--- config.mk ---
export PLATFORM = sky130hd
export DESIGN_NAME = tcp_conn_top
export DESIGN_NICKNAME = d
export VERILOG_FILES = /design/src/tcp_conn_pkg.sv /design/src/tcp_conn_regs.sv /design/src/tcp_seg_match.sv /design/src/tcp_conn_fsm.sv /design/src/tcp_seg_tx.sv /design/src/tcp_conn_top.sv
export SDC_FILE = /design/constraint.sdc
export NUM_CORES = 1
export LEC_CHECK = 0
export BUFFER_PORTS_ARGS = -buffer_cell sky130_fd_sc_hd__buf_2
export CAP_MARGIN = 20
export CORE_MARGIN = 4
export CORE_UTILIZATION = 52
export CTS_CLUSTER_DIAMETER = 80
export DETAILED_ROUTE_END_ITERATION = 16
export PLACE_DENSITY = 0.85
export SLEW_MARGIN = 20
export SYNTH_ARGS = -nofsm -noshare
export SYNTH_HDL_FRONTEND = slang
export SYNTH_HIERARCHICAL = 1
export SYNTH_SLANG_ARGS = --single-unit
--- constraint.sdc ---
create_clock -name clk -period 6.9 [get_ports clk]
set_input_delay 0.345 -clock clk [delete_from_list [all_inputs] [get_ports clk]]
set_output_delay 0.345 -clock clk [all_outputs]
set_load 0.01 [all_outputs]
--- src/tcp_conn_pkg.sv ---
package tcp_conn_pkg;

  typedef logic [31:0] tcp_num_t;
  typedef logic [15:0] tcp_port_t;
  typedef logic [31:0] ipv4_addr_t;

  // flags byte, tested whole or bit by bit
  typedef union packed {
    logic [7:0] raw;
    struct packed {
      logic cwr;
      logic ece;
      logic urg;
      logic ack;
      logic psh;
      logic rst;
      logic syn;
      logic fin;
    } bits;
  } tcp_flags_u;

  localparam logic [7:0] FLAG_FIN = 8'h01;
  localparam logic [7:0] FLAG_SYN = 8'h02;
  localparam logic [7:0] FLAG_RST = 8'h04;
  localparam logic [7:0] FLAG_ACK = 8'h10;

  typedef struct packed {
    logic       val;      // one cycle strobe
    ipv4_addr_t src_ip;
    tcp_port_t  src_port;
    tcp_port_t  dst_port;
    tcp_num_t   seq;
    tcp_num_t   ack;
    tcp_flags_u flags;
    logic [15:0] pld_len;
  } rx_seg_t;

  typedef struct packed {
    ipv4_addr_t dst_ip;
    tcp_port_t  src_port;
    tcp_port_t  dst_port;
    tcp_num_t   seq;
    tcp_num_t   ack;
    tcp_flags_u flags;
    logic [15:0] wnd;
    logic [3:0] offset;   // header length in 32-bit words
    logic [3:0] rsvd;
  } tx_seg_t;

  typedef enum logic [2:0] {
    seg_syn,
    seg_syn_ack,
    seg_ack,
    seg_fin_ack,
    seg_rst_ack
  } seg_kind_e;

  typedef struct packed {
    logic       connect;
    logic       listen;
    tcp_port_t  loc_port;
    tcp_port_t  rem_port;
    ipv4_addr_t rem_ip;
    tcp_num_t   loc_isn;
    logic [31:0] timeout;  // in clock cycles
  } conn_cfg_t;

  typedef struct packed {
    ipv4_addr_t rem_ip;
    tcp_port_t  loc_port;
    tcp_port_t  rem_port;
    tcp_num_t   loc_seq;
    tcp_num_t   loc_ack;
    tcp_num_t   rem_ack;
  } tcb_t;

  typedef enum logic [2:0] {
    st_closed,
    st_listening,
    st_connecting,
    st_connected,
    st_disconnecting
  } conn_state_e;

  typedef struct packed {
    logic syn_rec;
    logic syn_ack_rec;
    logic ack_rec;
    logic fin_rec;
    logic rst_rec;
    logic ack_flag;
    logic port_ok;
  } seg_match_t;

  //////////////////////////////
  // register map
  //////////////////////////////
  localparam logic [2:0] REG_CTRL    = 3'd0;
  localparam logic [2:0] REG_PORTS   = 3'd1;
  localparam logic [2:0] REG_REM_IP  = 3'd2;
  localparam logic [2:0] REG_ISN     = 3'd3;
  localparam logic [2:0] REG_TIMEOUT = 3'd4;
  localparam logic [2:0] REG_STATUS  = 3'd5; // read only from here up
  localparam logic [2:0] REG_LOC_SEQ = 3'd6;
  localparam logic [2:0] REG_REM_ACK = 3'd7;

endpackage

--- src/tcp_conn_regs.sv ---
`timescale 1ns/1ps

module tcp_conn_regs (
  input  logic                      clk,
  input  logic                      rst_rec,
  input  logic                      cfg_wr,
  input  logic [2:0]                cfg_addr,
  input  logic [31:0]               cfg_wdata,
  output logic [31:0]               cfg_rdata,
  input  tcp_conn_pkg::conn_state_e state,
  input  tcp_conn_pkg::tcb_t        tcb,
  output tcp_conn_pkg::conn_cfg_t   cfg
);
  import tcp_conn_pkg::*;

  always_ff @(posedge clk) begin
    if (rst_rec) begin
      cfg <= '0;
    end else if (cfg_wr) begin
      case (cfg_addr)
        REG_CTRL: begin
          cfg.connect <= cfg_wdata[0];
          cfg.listen  <= cfg_wdata[1];
        end
        REG_PORTS: begin
          cfg.loc_port <= cfg_wdata[31:16];
          cfg.rem_port <= cfg_wdata[15:0];
        end
        REG_REM_IP:  cfg.rem_ip  <= cfg_wdata;
        REG_ISN:     cfg.loc_isn <= cfg_wdata;
        REG_TIMEOUT: cfg.timeout <= cfg_wdata;
        default: ; // status words
      endcase
    end
  end

  // readback mux
  always_comb begin
    case (cfg_addr)
      REG_CTRL:    cfg_rdata = {30'd0, cfg.listen, cfg.connect};
      REG_PORTS:   cfg_rdata = {cfg.loc_port, cfg.rem_port};
      REG_REM_IP:  cfg_rdata = cfg.rem_ip;
      REG_ISN:     cfg_rdata = cfg.loc_isn;
      REG_TIMEOUT: cfg_rdata = cfg.timeout;
      REG_STATUS:  cfg_rdata = {29'd0, state};
      REG_LOC_SEQ: cfg_rdata = tcb.loc_seq;
      default:     cfg_rdata = tcb.rem_ack;
    endcase
  end

  // host never writes the status words
  a_ro_wr: assert property (@(posedge clk) disable iff (rst_rec)
    cfg_wr |-> (cfg_addr < REG_STATUS));

endmodule

--- src/tcp_seg_match.sv ---
`timescale 1ns/1ps

module tcp_seg_match (
  input  tcp_conn_pkg::rx_seg_t    rx,
  input  tcp_conn_pkg::conn_cfg_t  cfg,
  input  tcp_conn_pkg::tcb_t       tcb,
  output tcp_conn_pkg::seg_match_t match
);
  import tcp_conn_pkg::*;

  logic loc_port_ok; // segment aimed at the configured local port
  logic conn_ok;     // segment belongs to the current connection
  logic f_ack;
  logic f_syn;
  logic f_fin;
  logic f_rst;

  assign loc_port_ok = rx.val && (rx.dst_port == cfg.loc_port);
  assign conn_ok     = rx.val && (rx.src_port == tcb.rem_port) &&
                       (rx.dst_port == tcb.loc_port);

  //////////////////////////////
  // flag decode
  //////////////////////////////
  assign f_ack = rx.flags.bits.ack;
  assign f_syn = rx.flags.bits.syn;
  assign f_fin = rx.flags.bits.fin;
  assign f_rst = rx.flags.bits.rst;

  always_comb begin
    // connection request carries SYN and nothing else
    match.syn_rec     = loc_port_ok && (rx.flags.raw == FLAG_SYN);
    match.syn_ack_rec = loc_port_ok && f_syn && f_ack;

    match.port_ok     = conn_ok;
    match.ack_flag    = conn_ok && f_ack;

    // in order ack, closes the passive open
    match.ack_rec     = conn_ok && f_ack && (rx.seq == tcb.loc_ack);

    match.fin_rec     = conn_ok && f_fin;
    match.rst_rec     = conn_ok && f_rst;
  end

endmodule

--- src/tcp_conn_fsm.sv ---
`timescale 1ns/1ps

module tcp_conn_fsm #(
  parameter int TMR_W = 32
) (
  input  logic                      clk,
  input  logic                      rst_rec,
  input  tcp_conn_pkg::conn_cfg_t   cfg,
  input  tcp_conn_pkg::seg_match_t  match,
  input  tcp_conn_pkg::rx_seg_t     rx,
  input  logic                      sent,
  input  logic                      busy,
  output logic                      send,
  output tcp_conn_pkg::seg_kind_e   kind,
  output tcp_conn_pkg::conn_state_e state,
  output tcp_conn_pkg::tcb_t        tcb
);
  import tcp_conn_pkg::*;

  enum logic [3:0] {
    closed_s, listen_s,
    syn_s, syn_sent_s, ack_s, ack_sent_s,  // active open
    syn_ack_s, syn_ack_sent_s,             // passive open
    est_s,
    fin_s, fin_sent_s, lack_s, lack_sent_s,
    rst_s, rst_sent_s
  } fsm;

  logic srv;       // opened by listen
  logic pas_cls;   // peer started the close
  logic ack_seen;  // our FIN got acked
  logic usr_dcn;
  logic can_send;
  logic tmr_en;
  logic tmo;
  logic [TMR_W-1:0] tmr;
  tcp_num_t ack_dif;

  assign usr_dcn  = srv ? !cfg.listen : !cfg.connect;
  assign can_send = !send && !busy;
  assign ack_dif  = rx.ack - tcb.rem_ack;

  always_comb begin
    case (fsm)
      closed_s: state = st_closed;
      listen_s: state = st_listening;
      est_s:    state = st_connected;
      syn_s, syn_sent_s, ack_s, ack_sent_s,
      syn_ack_s, syn_ack_sent_s: state = st_connecting;
      default:  state = st_disconnecting;
    endcase
  end

  //////////////////////////////
  // connect / disconnect timer
  //////////////////////////////
  assign tmr_en = (state == st_connecting) || (state == st_disconnecting);
  assign tmo    = tmr_en && (tmr == TMR_W'(cfg.timeout));

  always_ff @(posedge clk) begin
    if (rst_rec || !tmr_en) tmr <= '0;
    else                    tmr <= tmr + 1'b1;
  end

  always_ff @(posedge clk) begin
    if (rst_rec) begin
      fsm      <= closed_s;
      tcb      <= '0;
      send     <= 1'b0;
      kind     <= seg_syn;
      srv      <= 1'b0;
      pas_cls  <= 1'b0;
      ack_seen <= 1'b0;
    end else begin
      if (sent) send <= 1'b0; // request done
      case (fsm)
        closed_s: begin
          pas_cls  <= 1'b0;
          ack_seen <= 1'b0;
          if (cfg.listen) begin
            srv <= 1'b1;
            fsm <= listen_s;
          end else if (cfg.connect) begin
            srv          <= 1'b0;
            tcb.rem_ip   <= cfg.rem_ip;
            tcb.loc_port <= cfg.loc_port;
            tcb.rem_port <= cfg.rem_port;
            tcb.loc_seq  <= cfg.loc_isn;
            tcb.loc_ack  <= '0;
            fsm          <= syn_s;
          end
        end
        syn_s: if (can_send) begin
          send <= 1'b1;
          kind <= seg_syn;
          fsm  <= syn_sent_s;
        end
        syn_sent_s: if (match.syn_ack_rec) begin
          tcb.loc_seq <= tcb.loc_seq + 1;
          tcb.loc_ack <= rx.seq + 1;
          tcb.rem_ack <= rx.ack;
          fsm         <= ack_s;
        end
        ack_s: if (can_send) begin
          send <= 1'b1;
          kind <= seg_ack;
          fsm  <= ack_sent_s;
        end
        ack_sent_s: if (sent) fsm <= est_s;
        listen_s: begin
          if (!cfg.listen) begin
            fsm <= closed_s;
          end else if (match.syn_rec) begin
            tcb.rem_ip   <= rx.src_ip;
            tcb.rem_port <= rx.src_port;
            tcb.loc_port <= cfg.loc_port;
            tcb.loc_seq  <= cfg.loc_isn;
            tcb.loc_ack  <= rx.seq + 1;
            tcb.rem_ack  <= rx.ack;
            fsm          <= syn_ack_s;
          end
        end
        syn_ack_s: if (can_send) begin
          send <= 1'b1;
          kind <= seg_syn_ack;
          fsm  <= syn_ack_sent_s;
        end
        syn_ack_sent_s: if (match.ack_rec) begin
          tcb.loc_seq <= tcb.loc_seq + 1;
          tcb.rem_ack <= rx.ack;
          fsm         <= est_s;
        end
        //////////////////////////////
        // established
        //////////////////////////////
        est_s: begin
          if (match.port_ok) begin
            if (match.ack_flag && !ack_dif[31]) tcb.rem_ack <= rx.ack; // only forward
            if (match.ack_rec) tcb.loc_ack <= tcb.loc_ack + rx.pld_len; // in order payload
          end
          if (usr_dcn) begin
            fsm <= fin_s;
          end else if (match.fin_rec) begin
            pas_cls     <= 1'b1;
            tcb.loc_ack <= tcb.loc_ack + 1; // FIN takes one number
            fsm         <= lack_s;
          end else if (match.rst_rec) begin
            fsm <= rst_s;
          end
        end
        fin_s: if (can_send) begin
          send     <= 1'b1;
          kind     <= seg_fin_ack;
          ack_seen <= 1'b0;
          fsm      <= fin_sent_s;
        end
        fin_sent_s: begin
          if (pas_cls) begin
            if (match.ack_flag) begin
              tcb <= '0;
              fsm <= closed_s;
            end
          end else begin
            if (match.ack_flag) ack_seen <= 1'b1;
            if (ack_seen && match.fin_rec) begin
              tcb.loc_ack <= tcb.loc_ack + 1;
              fsm         <= lack_s;
            end
          end
        end
        lack_s: if (can_send) begin
          send <= 1'b1;
          kind <= seg_ack;
          fsm  <= lack_sent_s;
        end
        lack_sent_s: if (sent) begin
          if (pas_cls) begin
            fsm <= fin_s;
          end else begin
            tcb <= '0;
            fsm <= closed_s;
          end
        end
        rst_s: if (can_send) begin
          send <= 1'b1;
          kind <= seg_rst_ack;
          fsm  <= rst_sent_s;
        end
        rst_sent_s: if (sent) begin
          tcb <= '0;
          fsm <= closed_s;
        end
        default: fsm <= closed_s;
      endcase
      if (tmo) begin // open or close took too long
        fsm  <= closed_s;
        tcb  <= '0;
        send <= 1'b0;
      end
    end
  end

  a_send_idle: assert property (@(posedge clk) disable iff (rst_rec)
    $rose(send) |-> !busy);

endmodule

--- src/tcp_seg_tx.sv ---
`timescale 1ns/1ps

module tcp_seg_tx #(
  parameter int WINDOW = 4000
) (
  input  logic                    clk,
  input  logic                    rst_rec,
  input  logic                    send,
  input  tcp_conn_pkg::seg_kind_e kind,
  input  tcp_conn_pkg::tcb_t      tcb,
  input  tcp_conn_pkg::conn_cfg_t cfg,
  output logic                    sent,
  output logic                    busy,
  output tcp_conn_pkg::tx_seg_t   tx_seg,
  output logic                    tx_req,
  input  logic                    tx_ack
);
  import tcp_conn_pkg::*;

  enum logic [2:0] {ph_idle, ph_load, ph_req, ph_rel, ph_done} ph;

  tx_seg_t hdr;

  //////////////////////////////
  // header by kind
  //////////////////////////////
  always_comb begin
    hdr          = '0;
    hdr.dst_ip   = tcb.rem_ip;
    hdr.src_port = tcb.loc_port;
    hdr.dst_port = tcb.rem_port;
    hdr.seq      = tcb.loc_seq;
    hdr.ack      = tcb.loc_ack;
    hdr.wnd      = 16'(WINDOW);
    hdr.offset   = 4'd5; // no options on any kind
    case (kind)
      seg_syn: begin
        hdr.seq       = cfg.loc_isn;
        hdr.ack       = '0;
        hdr.flags.raw = FLAG_SYN;
      end
      seg_syn_ack: hdr.flags.raw = FLAG_SYN | FLAG_ACK;
      seg_ack:     hdr.flags.raw = FLAG_ACK;
      seg_fin_ack: hdr.flags.raw = FLAG_FIN | FLAG_ACK;
      seg_rst_ack: hdr.flags.raw = FLAG_RST | FLAG_ACK;
      default:     hdr.flags.raw = '0;
    endcase
  end

  // four phase handshake
  always_ff @(posedge clk) begin
    if (rst_rec) begin
      ph <= ph_idle;
    end else begin
      case (ph)
        ph_idle: if (send) ph <= ph_load;
        ph_load: ph <= ph_req;              // header settles before req
        ph_req:  if (tx_ack) ph <= ph_rel;
        ph_rel:  if (!tx_ack) ph <= ph_done;
        default: ph <= ph_idle;
      endcase
    end
  end

  always_ff @(posedge clk) begin
    if (ph == ph_idle && send) tx_seg <= hdr; // latched once per request
  end

  assign tx_req = (ph == ph_req);
  assign sent   = (ph == ph_done);
  assign busy   = (ph != ph_idle);

  a_seg_stable: assert property (@(posedge clk) disable iff (rst_rec)
    tx_req |-> $stable(tx_seg));

endmodule

--- src/tcp_conn_top.sv ---
`timescale 1ns/1ps

module tcp_conn_top #(
  parameter int TMR_W  = 32,
  parameter int WINDOW = 4000
) (
  input  logic                  clk,
  input  logic                  rst_rec,
  input  logic                  cfg_wr,
  input  logic [2:0]            cfg_addr,
  input  logic [31:0]           cfg_wdata,
  output logic [31:0]           cfg_rdata,
  input  tcp_conn_pkg::rx_seg_t rx,
  output tcp_conn_pkg::tx_seg_t tx_seg,
  output logic                  tx_req,
  input  logic                  tx_ack
);
  import tcp_conn_pkg::*;

  conn_cfg_t   cfg;
  tcb_t        tcb;
  conn_state_e state;
  seg_match_t  match;
  seg_kind_e   kind;
  logic        send;
  logic        sent;
  logic        busy;

  //////////////////////////////
  // host side
  //////////////////////////////
  tcp_conn_regs u_regs (
    .clk       (clk),
    .rst_rec   (rst_rec),
    .cfg_wr    (cfg_wr),
    .cfg_addr  (cfg_addr),
    .cfg_wdata (cfg_wdata),
    .cfg_rdata (cfg_rdata),
    .state     (state),
    .tcb       (tcb),
    .cfg       (cfg)
  );

  tcp_seg_match u_match (.rx(rx), .cfg(cfg), .tcb(tcb), .match(match));

  tcp_conn_fsm #(.TMR_W(TMR_W)) u_fsm (
    .clk     (clk),
    .rst_rec (rst_rec),
    .cfg     (cfg),
    .match   (match),
    .rx      (rx),
    .sent    (sent),
    .busy    (busy),
    .send    (send),
    .kind    (kind),
    .state   (state),
    .tcb     (tcb)
  );

  tcp_seg_tx #(.WINDOW(WINDOW)) u_tx (
    .clk     (clk),
    .rst_rec (rst_rec),
    .send    (send),
    .kind    (kind),
    .tcb     (tcb),
    .cfg     (cfg),
    .sent    (sent),
    .busy    (busy),
    .tx_seg  (tx_seg),
    .tx_req  (tx_req),
    .tx_ack  (tx_ack)
  );

endmodule

# == Word level (Yosys, flattened, before mapping) ==
# Memories as Yosys holds them, arrays and structs flattened. A register that Yosys moved wholly into a read port is not among the register bits.
# Cells that the tools add are included.
# totals
input_bits,192
regBits,472
mem_bits_ro,48
wordCells,231
memories,1
# classes
addsub,6
n_eq_ne,68
n_reduce_logical,54
n_mux,75
# memory_table
memory,depth,word_bits,rd,rd_clocked_by_memory_dff,wr,line,rtl
(no name shown),16,3,1,1,0,tcp_conn_fsm.sv:44,case (fsm)
# op_table
operator,n
$mux W160,6
$pmux W32 S7,4
$pmux W64 S5,1
$mux W32,9
$mux W128,2
$mux W96,2
$add A32 B1 Y32 const B,4
$mux W64,2
$mux W4,24
$eq A32 B32 Y1,2
$pmux W4 S15,1
$eq A16 B16 Y1,3
$add A32 B16 Y32,1
$sub A32 B32 Y32,1
$ne A2 B2 Y1 const B,15
$eq A4 B4 Y1 const B,7
$pmux W5 S5,1
$mux W3,8
$ne A2 B1 Y1 const B,12
$reduce_and A12 Y1,2
$eq A3 B2 Y1 const B,7
$reduce_bool A7 Y1,3
$eq A3 B3 Y1 const B,6
$eq A4 B3 Y1 const B,4
30 further kinds,76

# == Depth between registers and ports, before layout ==
# logic_depth
ltp_word,10
ltp_mapped,15
ltp_nobuf,13

# == Hierarchy ==
# Netlist, hierarchy kept.
# modules_own_cells
mod,seq_area_each_um2,cells_per_inst,n_inst,area_each_um2
tcp_conn_fsm,4124.0,1742,1,13235.2
tcp_conn_regs,2602.5,829,1,6174.7
tcp_seg_tx,4023.9,255,1,4966.0
tcp_seg_match,0.0,117,1,955.9

# == Least setup slack after synthesis ==
# Ideal clock, no wire load.
# synth_timing
path_type,reg-to-reg
start,reg u_tx/ph[1] in the netlist's numbering
end,"reg, netlist name u_tx/tx_seg[100]"
n_path_buf,0
path_stages_with_launch,3
path_slack_ns,0.065
t_arrival_ns,6.210
synth_period_minus_slack_ns,6.835
setup_ns,0.625
path_cell_list,dfxtp_1 > or3_1 > nor2_1
# synth_between
elab_chain_len,2
# synth_lines
item,line,rtl
start: declaration,tcp_seg_tx.sv:20,"enum logic [2:0] {ph_idle, ph_load, ph_req, ph_rel, ph_done} ph;"
start signal: assignment,tcp_seg_tx.sv:53,ph <= ph_idle;
start signal: assignment,tcp_seg_tx.sv:56,ph_idle: if (send) ph <= ph_load;
start signal: assignment,tcp_seg_tx.sv:57,ph_load: ph <= ph_req;
$logic_not A3 Y1,tcp_seg_tx.sv:66,if (ph == ph_idle && send) tx_seg <= hdr;
$logic_and A1 B1 Y1,tcp_seg_tx.sv:66,
# No other way between the ends.
# A chain may end at the register's enable or synchronous reset.

==> impl_table.tex <==
\begin{tabular}{lr}
\hline
Metric & Value \\
\hline
\multicolumn{2}{l}{\textbf{Status}} \\
Run status & finished clean \\
\multicolumn{2}{l}{\textbf{Clock network}} \\
Clock sink count & about 470 \\
Number of levels the H-tree was split into & 2 \\
Clock transition at the registers of the reported paths & around 0.060 ns \\
Maximum clock path buffer count & 3 \\
Insertion delay of the later-clocked pin in the worst-skew pair & 0.62 ns \\
Post-CTS setup buffer count & 0 \\
Buffer type at the clock tree root & clkbuf\_16 \\
Post-CTS Resized & 0 \\
Clock tree from TritonCTS & done \\
TritonCTS buffer count & 51 \\
\multicolumn{2}{l}{\textbf{Finish}} \\
Number of nets in the layout & 3467 \\
Fillers & roughly 4000 \\
Utilization after layout & 60.9\% \\
Multi-input gate area & between 10000 and 15000 sq um \\
Storage cell area & 10800 sq um \\
Area added between synthesis and finish & 15.3\% \\
Share of post-route cells with drive strength above 1 & 17.7\% \\
\multicolumn{2}{l}{\textbf{Synthesis}} \\
Synthesized area per cell & 8.61 sq um \\
Portion of synthesized cell area occupied by the leading cell type & a little over a quarter \\
Cell area after synthesis & between 20000 and 30000 sq um \\
Share of flip-flops with an asynchronous set or reset after synthesis & 0\% \\
Largest cells by area after synthesis & dfxtp\_1, edfxtp\_1, nand2\_1 \\
Sequential element share of the synthesized area & 42.4\% \\
Number of distinct library cells after synthesis & 100 \\
Cell type with the highest aggregate area in the netlist & dfxtp\_1 \\
Count of state elements after synthesis & between 400 and 500 \\
Warnings, synthesis & 6 \\
Number of flops mapped to enable cells by yosys & roughly 130 \\
Synthesized instance count & 2943 \\
Main flop type after synthesis & dfxtp\_1 \\
\multicolumn{2}{l}{\textbf{Global routing}} \\
Total congestion overflow after global routing & 0 \\
Number of global-route vias before repair & 22059 \\
Number of antenna violations at the first check in global routing & 9 \\
Maximum number of pins on one net before global-route repair & 110 \\
Wire length of the first global-routing pass & 132000 um \\
Global-route usage over all layers & 31.8\% \\
\multicolumn{2}{l}{\textbf{Drt}} \\
Iteration-0 DRC count of the detailed router & 3823 \\
Antenna Violating Nets Remaining & 0 \\
Average vias per placed instance & 6.30 \\
Number of optimization iterations in the first detailed-route pass & 6 \\
Number of remaining DRC errors & 0 \\
Wirelength per Cell & 22.7 um \\
DR vias & 24483 \\
Final wirelength & just under 90000 um \\
\multicolumn{2}{l}{\textbf{Power and ir drop}} \\
Cell leakage power & 10.6 nW \\
Power Density & 322 nW/um\^{}2 \\
Peak supply drop & 0.219 mV \\
Overall power after layout & 0.00941 W \\
\multicolumn{2}{l}{\textbf{Timing}} \\
Clock tree skew after final layout & 0.0365 ns \\
Smallest hold slack & 0.0181 ns \\
Final setup viols & 0 \\
Unrepaired setup endpoints after global routing & false \\
Setup TNS & 0 ns \\
Final period demand of the worst path & about 5.0 ns \\
Share of the cycle needed by the critical path after routing & 72.7\% \\
Hold Violations, Final & 0 \\
Peak clock frequency supported by timing & about 200 MHz \\
Relative slew slack & 26.3\% \\
Slew at the pin closest to its max-slew limit & roughly 1.1 ns \\
Final-report max-slew violation count & 0 \\
Post-route setup slack & 1.88 ns \\
\multicolumn{2}{l}{\textbf{Critical path}} \\
Delay of the slowest cell on the worst path & 0.71 ns \\
Category of the worst setup path capture point & register \\
Kind of start point of the critical path & register \\
Critical-path cell with the highest stage delay & nor4\_1 \\
Most frequent cell on the critical path & and3\_1 \\
Worst R2R Path Depth & 13 \\
Critical path buffers and inverters & 1 \\
Critical-path cell list & xnor2\_1, nand4\_1, or4\_1, nor4\_1, and3\_1, or4b\_1, a21oi\_1, a2111oi\_4, and3\_1, buf\_4, nand2\_4, a221oi\_1, nor3\_1 \\
Type of the worst setup path & reg2reg \\
Cell type group with the largest total delay on the critical path & simple AND/OR/NAND/NOR gates \\
Crit Path Max Fanout & 64 \\
CP arrival & around 5.5 ns \\
Critical path depth & 13 \\
Required time of the critical path & roughly 7.4 ns \\
\multicolumn{2}{l}{\textbf{Job}} \\
Maximum capacitance violations & 0 \\
\multicolumn{2}{l}{\textbf{Floorplan}} \\
Row cnt & 80 \\
Initial Util & 52.8\% \\
Die Y & 229 um \\
Placeable core area & $\sim$48000 sq um \\
Width of the die & 229 um \\
Number of ports placed on the die boundary & 385 \\
Die ar. & 52300 sq um \\
\multicolumn{2}{l}{\textbf{Placed design}} \\
Final estimated routing congestion in global placement & 0.995 \\
Worst slack at placement & 2.06 ns \\
Total of buffers placed on input and output ports & 356 \\
Detailed-placement wirelength estimate & 62900 um \\
\multicolumn{2}{l}{\textbf{Worst hold path}} \\
Worst min-delay path category & in2reg \\
Number of cells on the worst hold path & 3 \\
\hline
\end{tabular}
-- area by class of cell --
type | instances | area share, %
multi-input combinational | 2214 | 45.9
sequential | 471 | 36.8
timing repair buffer | 411 | 7.86
clock buffer | 68 | 4.77
tap | 615 | 2.63
clock inverter | 27 | 0.968
inverter | 75 | 0.964
antenna | 6 | 0.0514
-- final timing paths --
path / start / endpoint / slack (ns)
max: u_regs/cfg[127]$_SDFFE_PP0P_ / u_fsm/tcb[110]$_SDFFE_PP0P_ / 1.88
min: cfg_wdata[6] / u_regs/cfg[6]$_SDFFE_PP0P_ / 0.02
max reg2reg: u_regs/cfg[127]$_SDFFE_PP0P_ / u_fsm/tcb[110]$_SDFFE_PP0P_ / 1.88
min reg2reg: u_fsm/tcb[144]$_SDFFE_PP0P_ / u_tx/tx_seg[144]$_DFFE_PP_ / 0.43
-- metrics by stage --
stage	cells	instance area (sq um)
after floorplan	2969	25400
after global placement	3759	27200
after detailed placement	3760	27300
after CTS	3881	29200
after global routing	3887	29200
final	3887	29200
-- registers in the layout, indices dropped and copies added (netlist names) --
signal and flops:
u_tx/ph 3, u_fsm/tcb 160, u_fsm/state 3, u_fsm/fsm 4, u_fsm/srv 1, u_tx/tx_seg 132
u_fsm/send 1, u_fsm/pas_cls 1, u_fsm/kind 3, u_fsm/tmr 32, u_fsm/ack_seen 1, u_regs/cfg 130
-- routing by layer --
metal | up-vias | share of wire [%] | track usage (%)
li1 | 11048 | - | -
met3 | 266 | 12 | 5.77
met1 | 11415 | 39 | 44.9
met5 | - | 0.023 | 0
met4 | 4 | 5.0 | 14.1
met2 | 1750 | 44 | 47.6
-- power by group --
part           total, W  leakage [nW]  internal (W)  switching (W)
Combinational   0.00284          5.78      0.000969        0.00187
Clock           0.00276         0.826       0.00158        0.00118
Sequential      0.00381          3.99       0.00345       0.000357
Total           0.00941          10.6       0.00600        0.00340
-- repair_timing --
| action | CTS | global route |
|---|---|---|
| endpoints found under the setup margin | 0 | 0 |
| hold buffers | 26 | 0 |
| endpoints found under the hold margin | 34 | 0 |
-- cell usage after synthesis (5+ instances only) --
master,n
a31oi_1,23
o21a_1,5
buf_4,46
o21ai_1,6
and2_1,13
a32oi_1,6
nand3_1,83
a22oi_1,31
and3_1,30
nor3b_1,9
buf_1,7
clkbuf_1,84
xor2_1,68
nand2b_1,15
a211oi_1,23
o211ai_1,6
mux2i_1,54
or3_1,15
nand3b_1,8
a21oi_1,282
mux2_2,62
o22ai_1,20
xnor2_1,121
o31ai_1,7
nand2_1,461
o21ai_0,112
nand4_1,58
a21o_1,20
nor2b_1,41
nor2_1,251
a311oi_1,7
or2_2,11
buf_2,67
ha_1,50
nor3_1,85
nor4_1,21
dfxtp_1,339
edfxtp_1,132
and4_1,8
inv_1,73
a221oi_1,86
-- cell usage in the layout (no fill, tap or decap), types with 68 or more instances in the layout --
master | Yosys | final
nand2_1 | 461 | 461
a221oi_1 | 86 | 86
o21ai_0 | 112 | 111
a21oi_1 | 282 | 282
nor2_1 | 251 | 245
edfxtp_1 | 132 | 132
xor2_1 | 68 | 68
xnor2_1 | 121 | 121
dfxtp_1 | 339 | 339
inv_1 | 73 | 73
buf_2 | 67 | 355
nor3_1 | 85 | 85
nand3_1 | 83 | 82
-- cell families (layout without fill, tap and decap cells) --
group | Yosys count | in the layout | share of synthesized area (%)
AND/OR/NAND/NOR | 1142 | 1142 | 21.0
XOR/XNOR | 189 | 189 | 6.53
flip-flops | 471 | 471 | 42.4
multiplexers | 117 | 117 | 4.93
AO/OA/AOI/OAI | 687 | 687 | 17.2
adder cells (fa/ha/maj) | 51 | 51 | 2.55
buffers and inverters | 284 | 581 | 5.36
other | 2 | 34 | 0.0296
-- worst min-delay path: stages --
cell	delay (ns)
buf_2	0.13
nand2_1	0.06
a21oi_1	0.05
(Power assumes the default switching activity.)
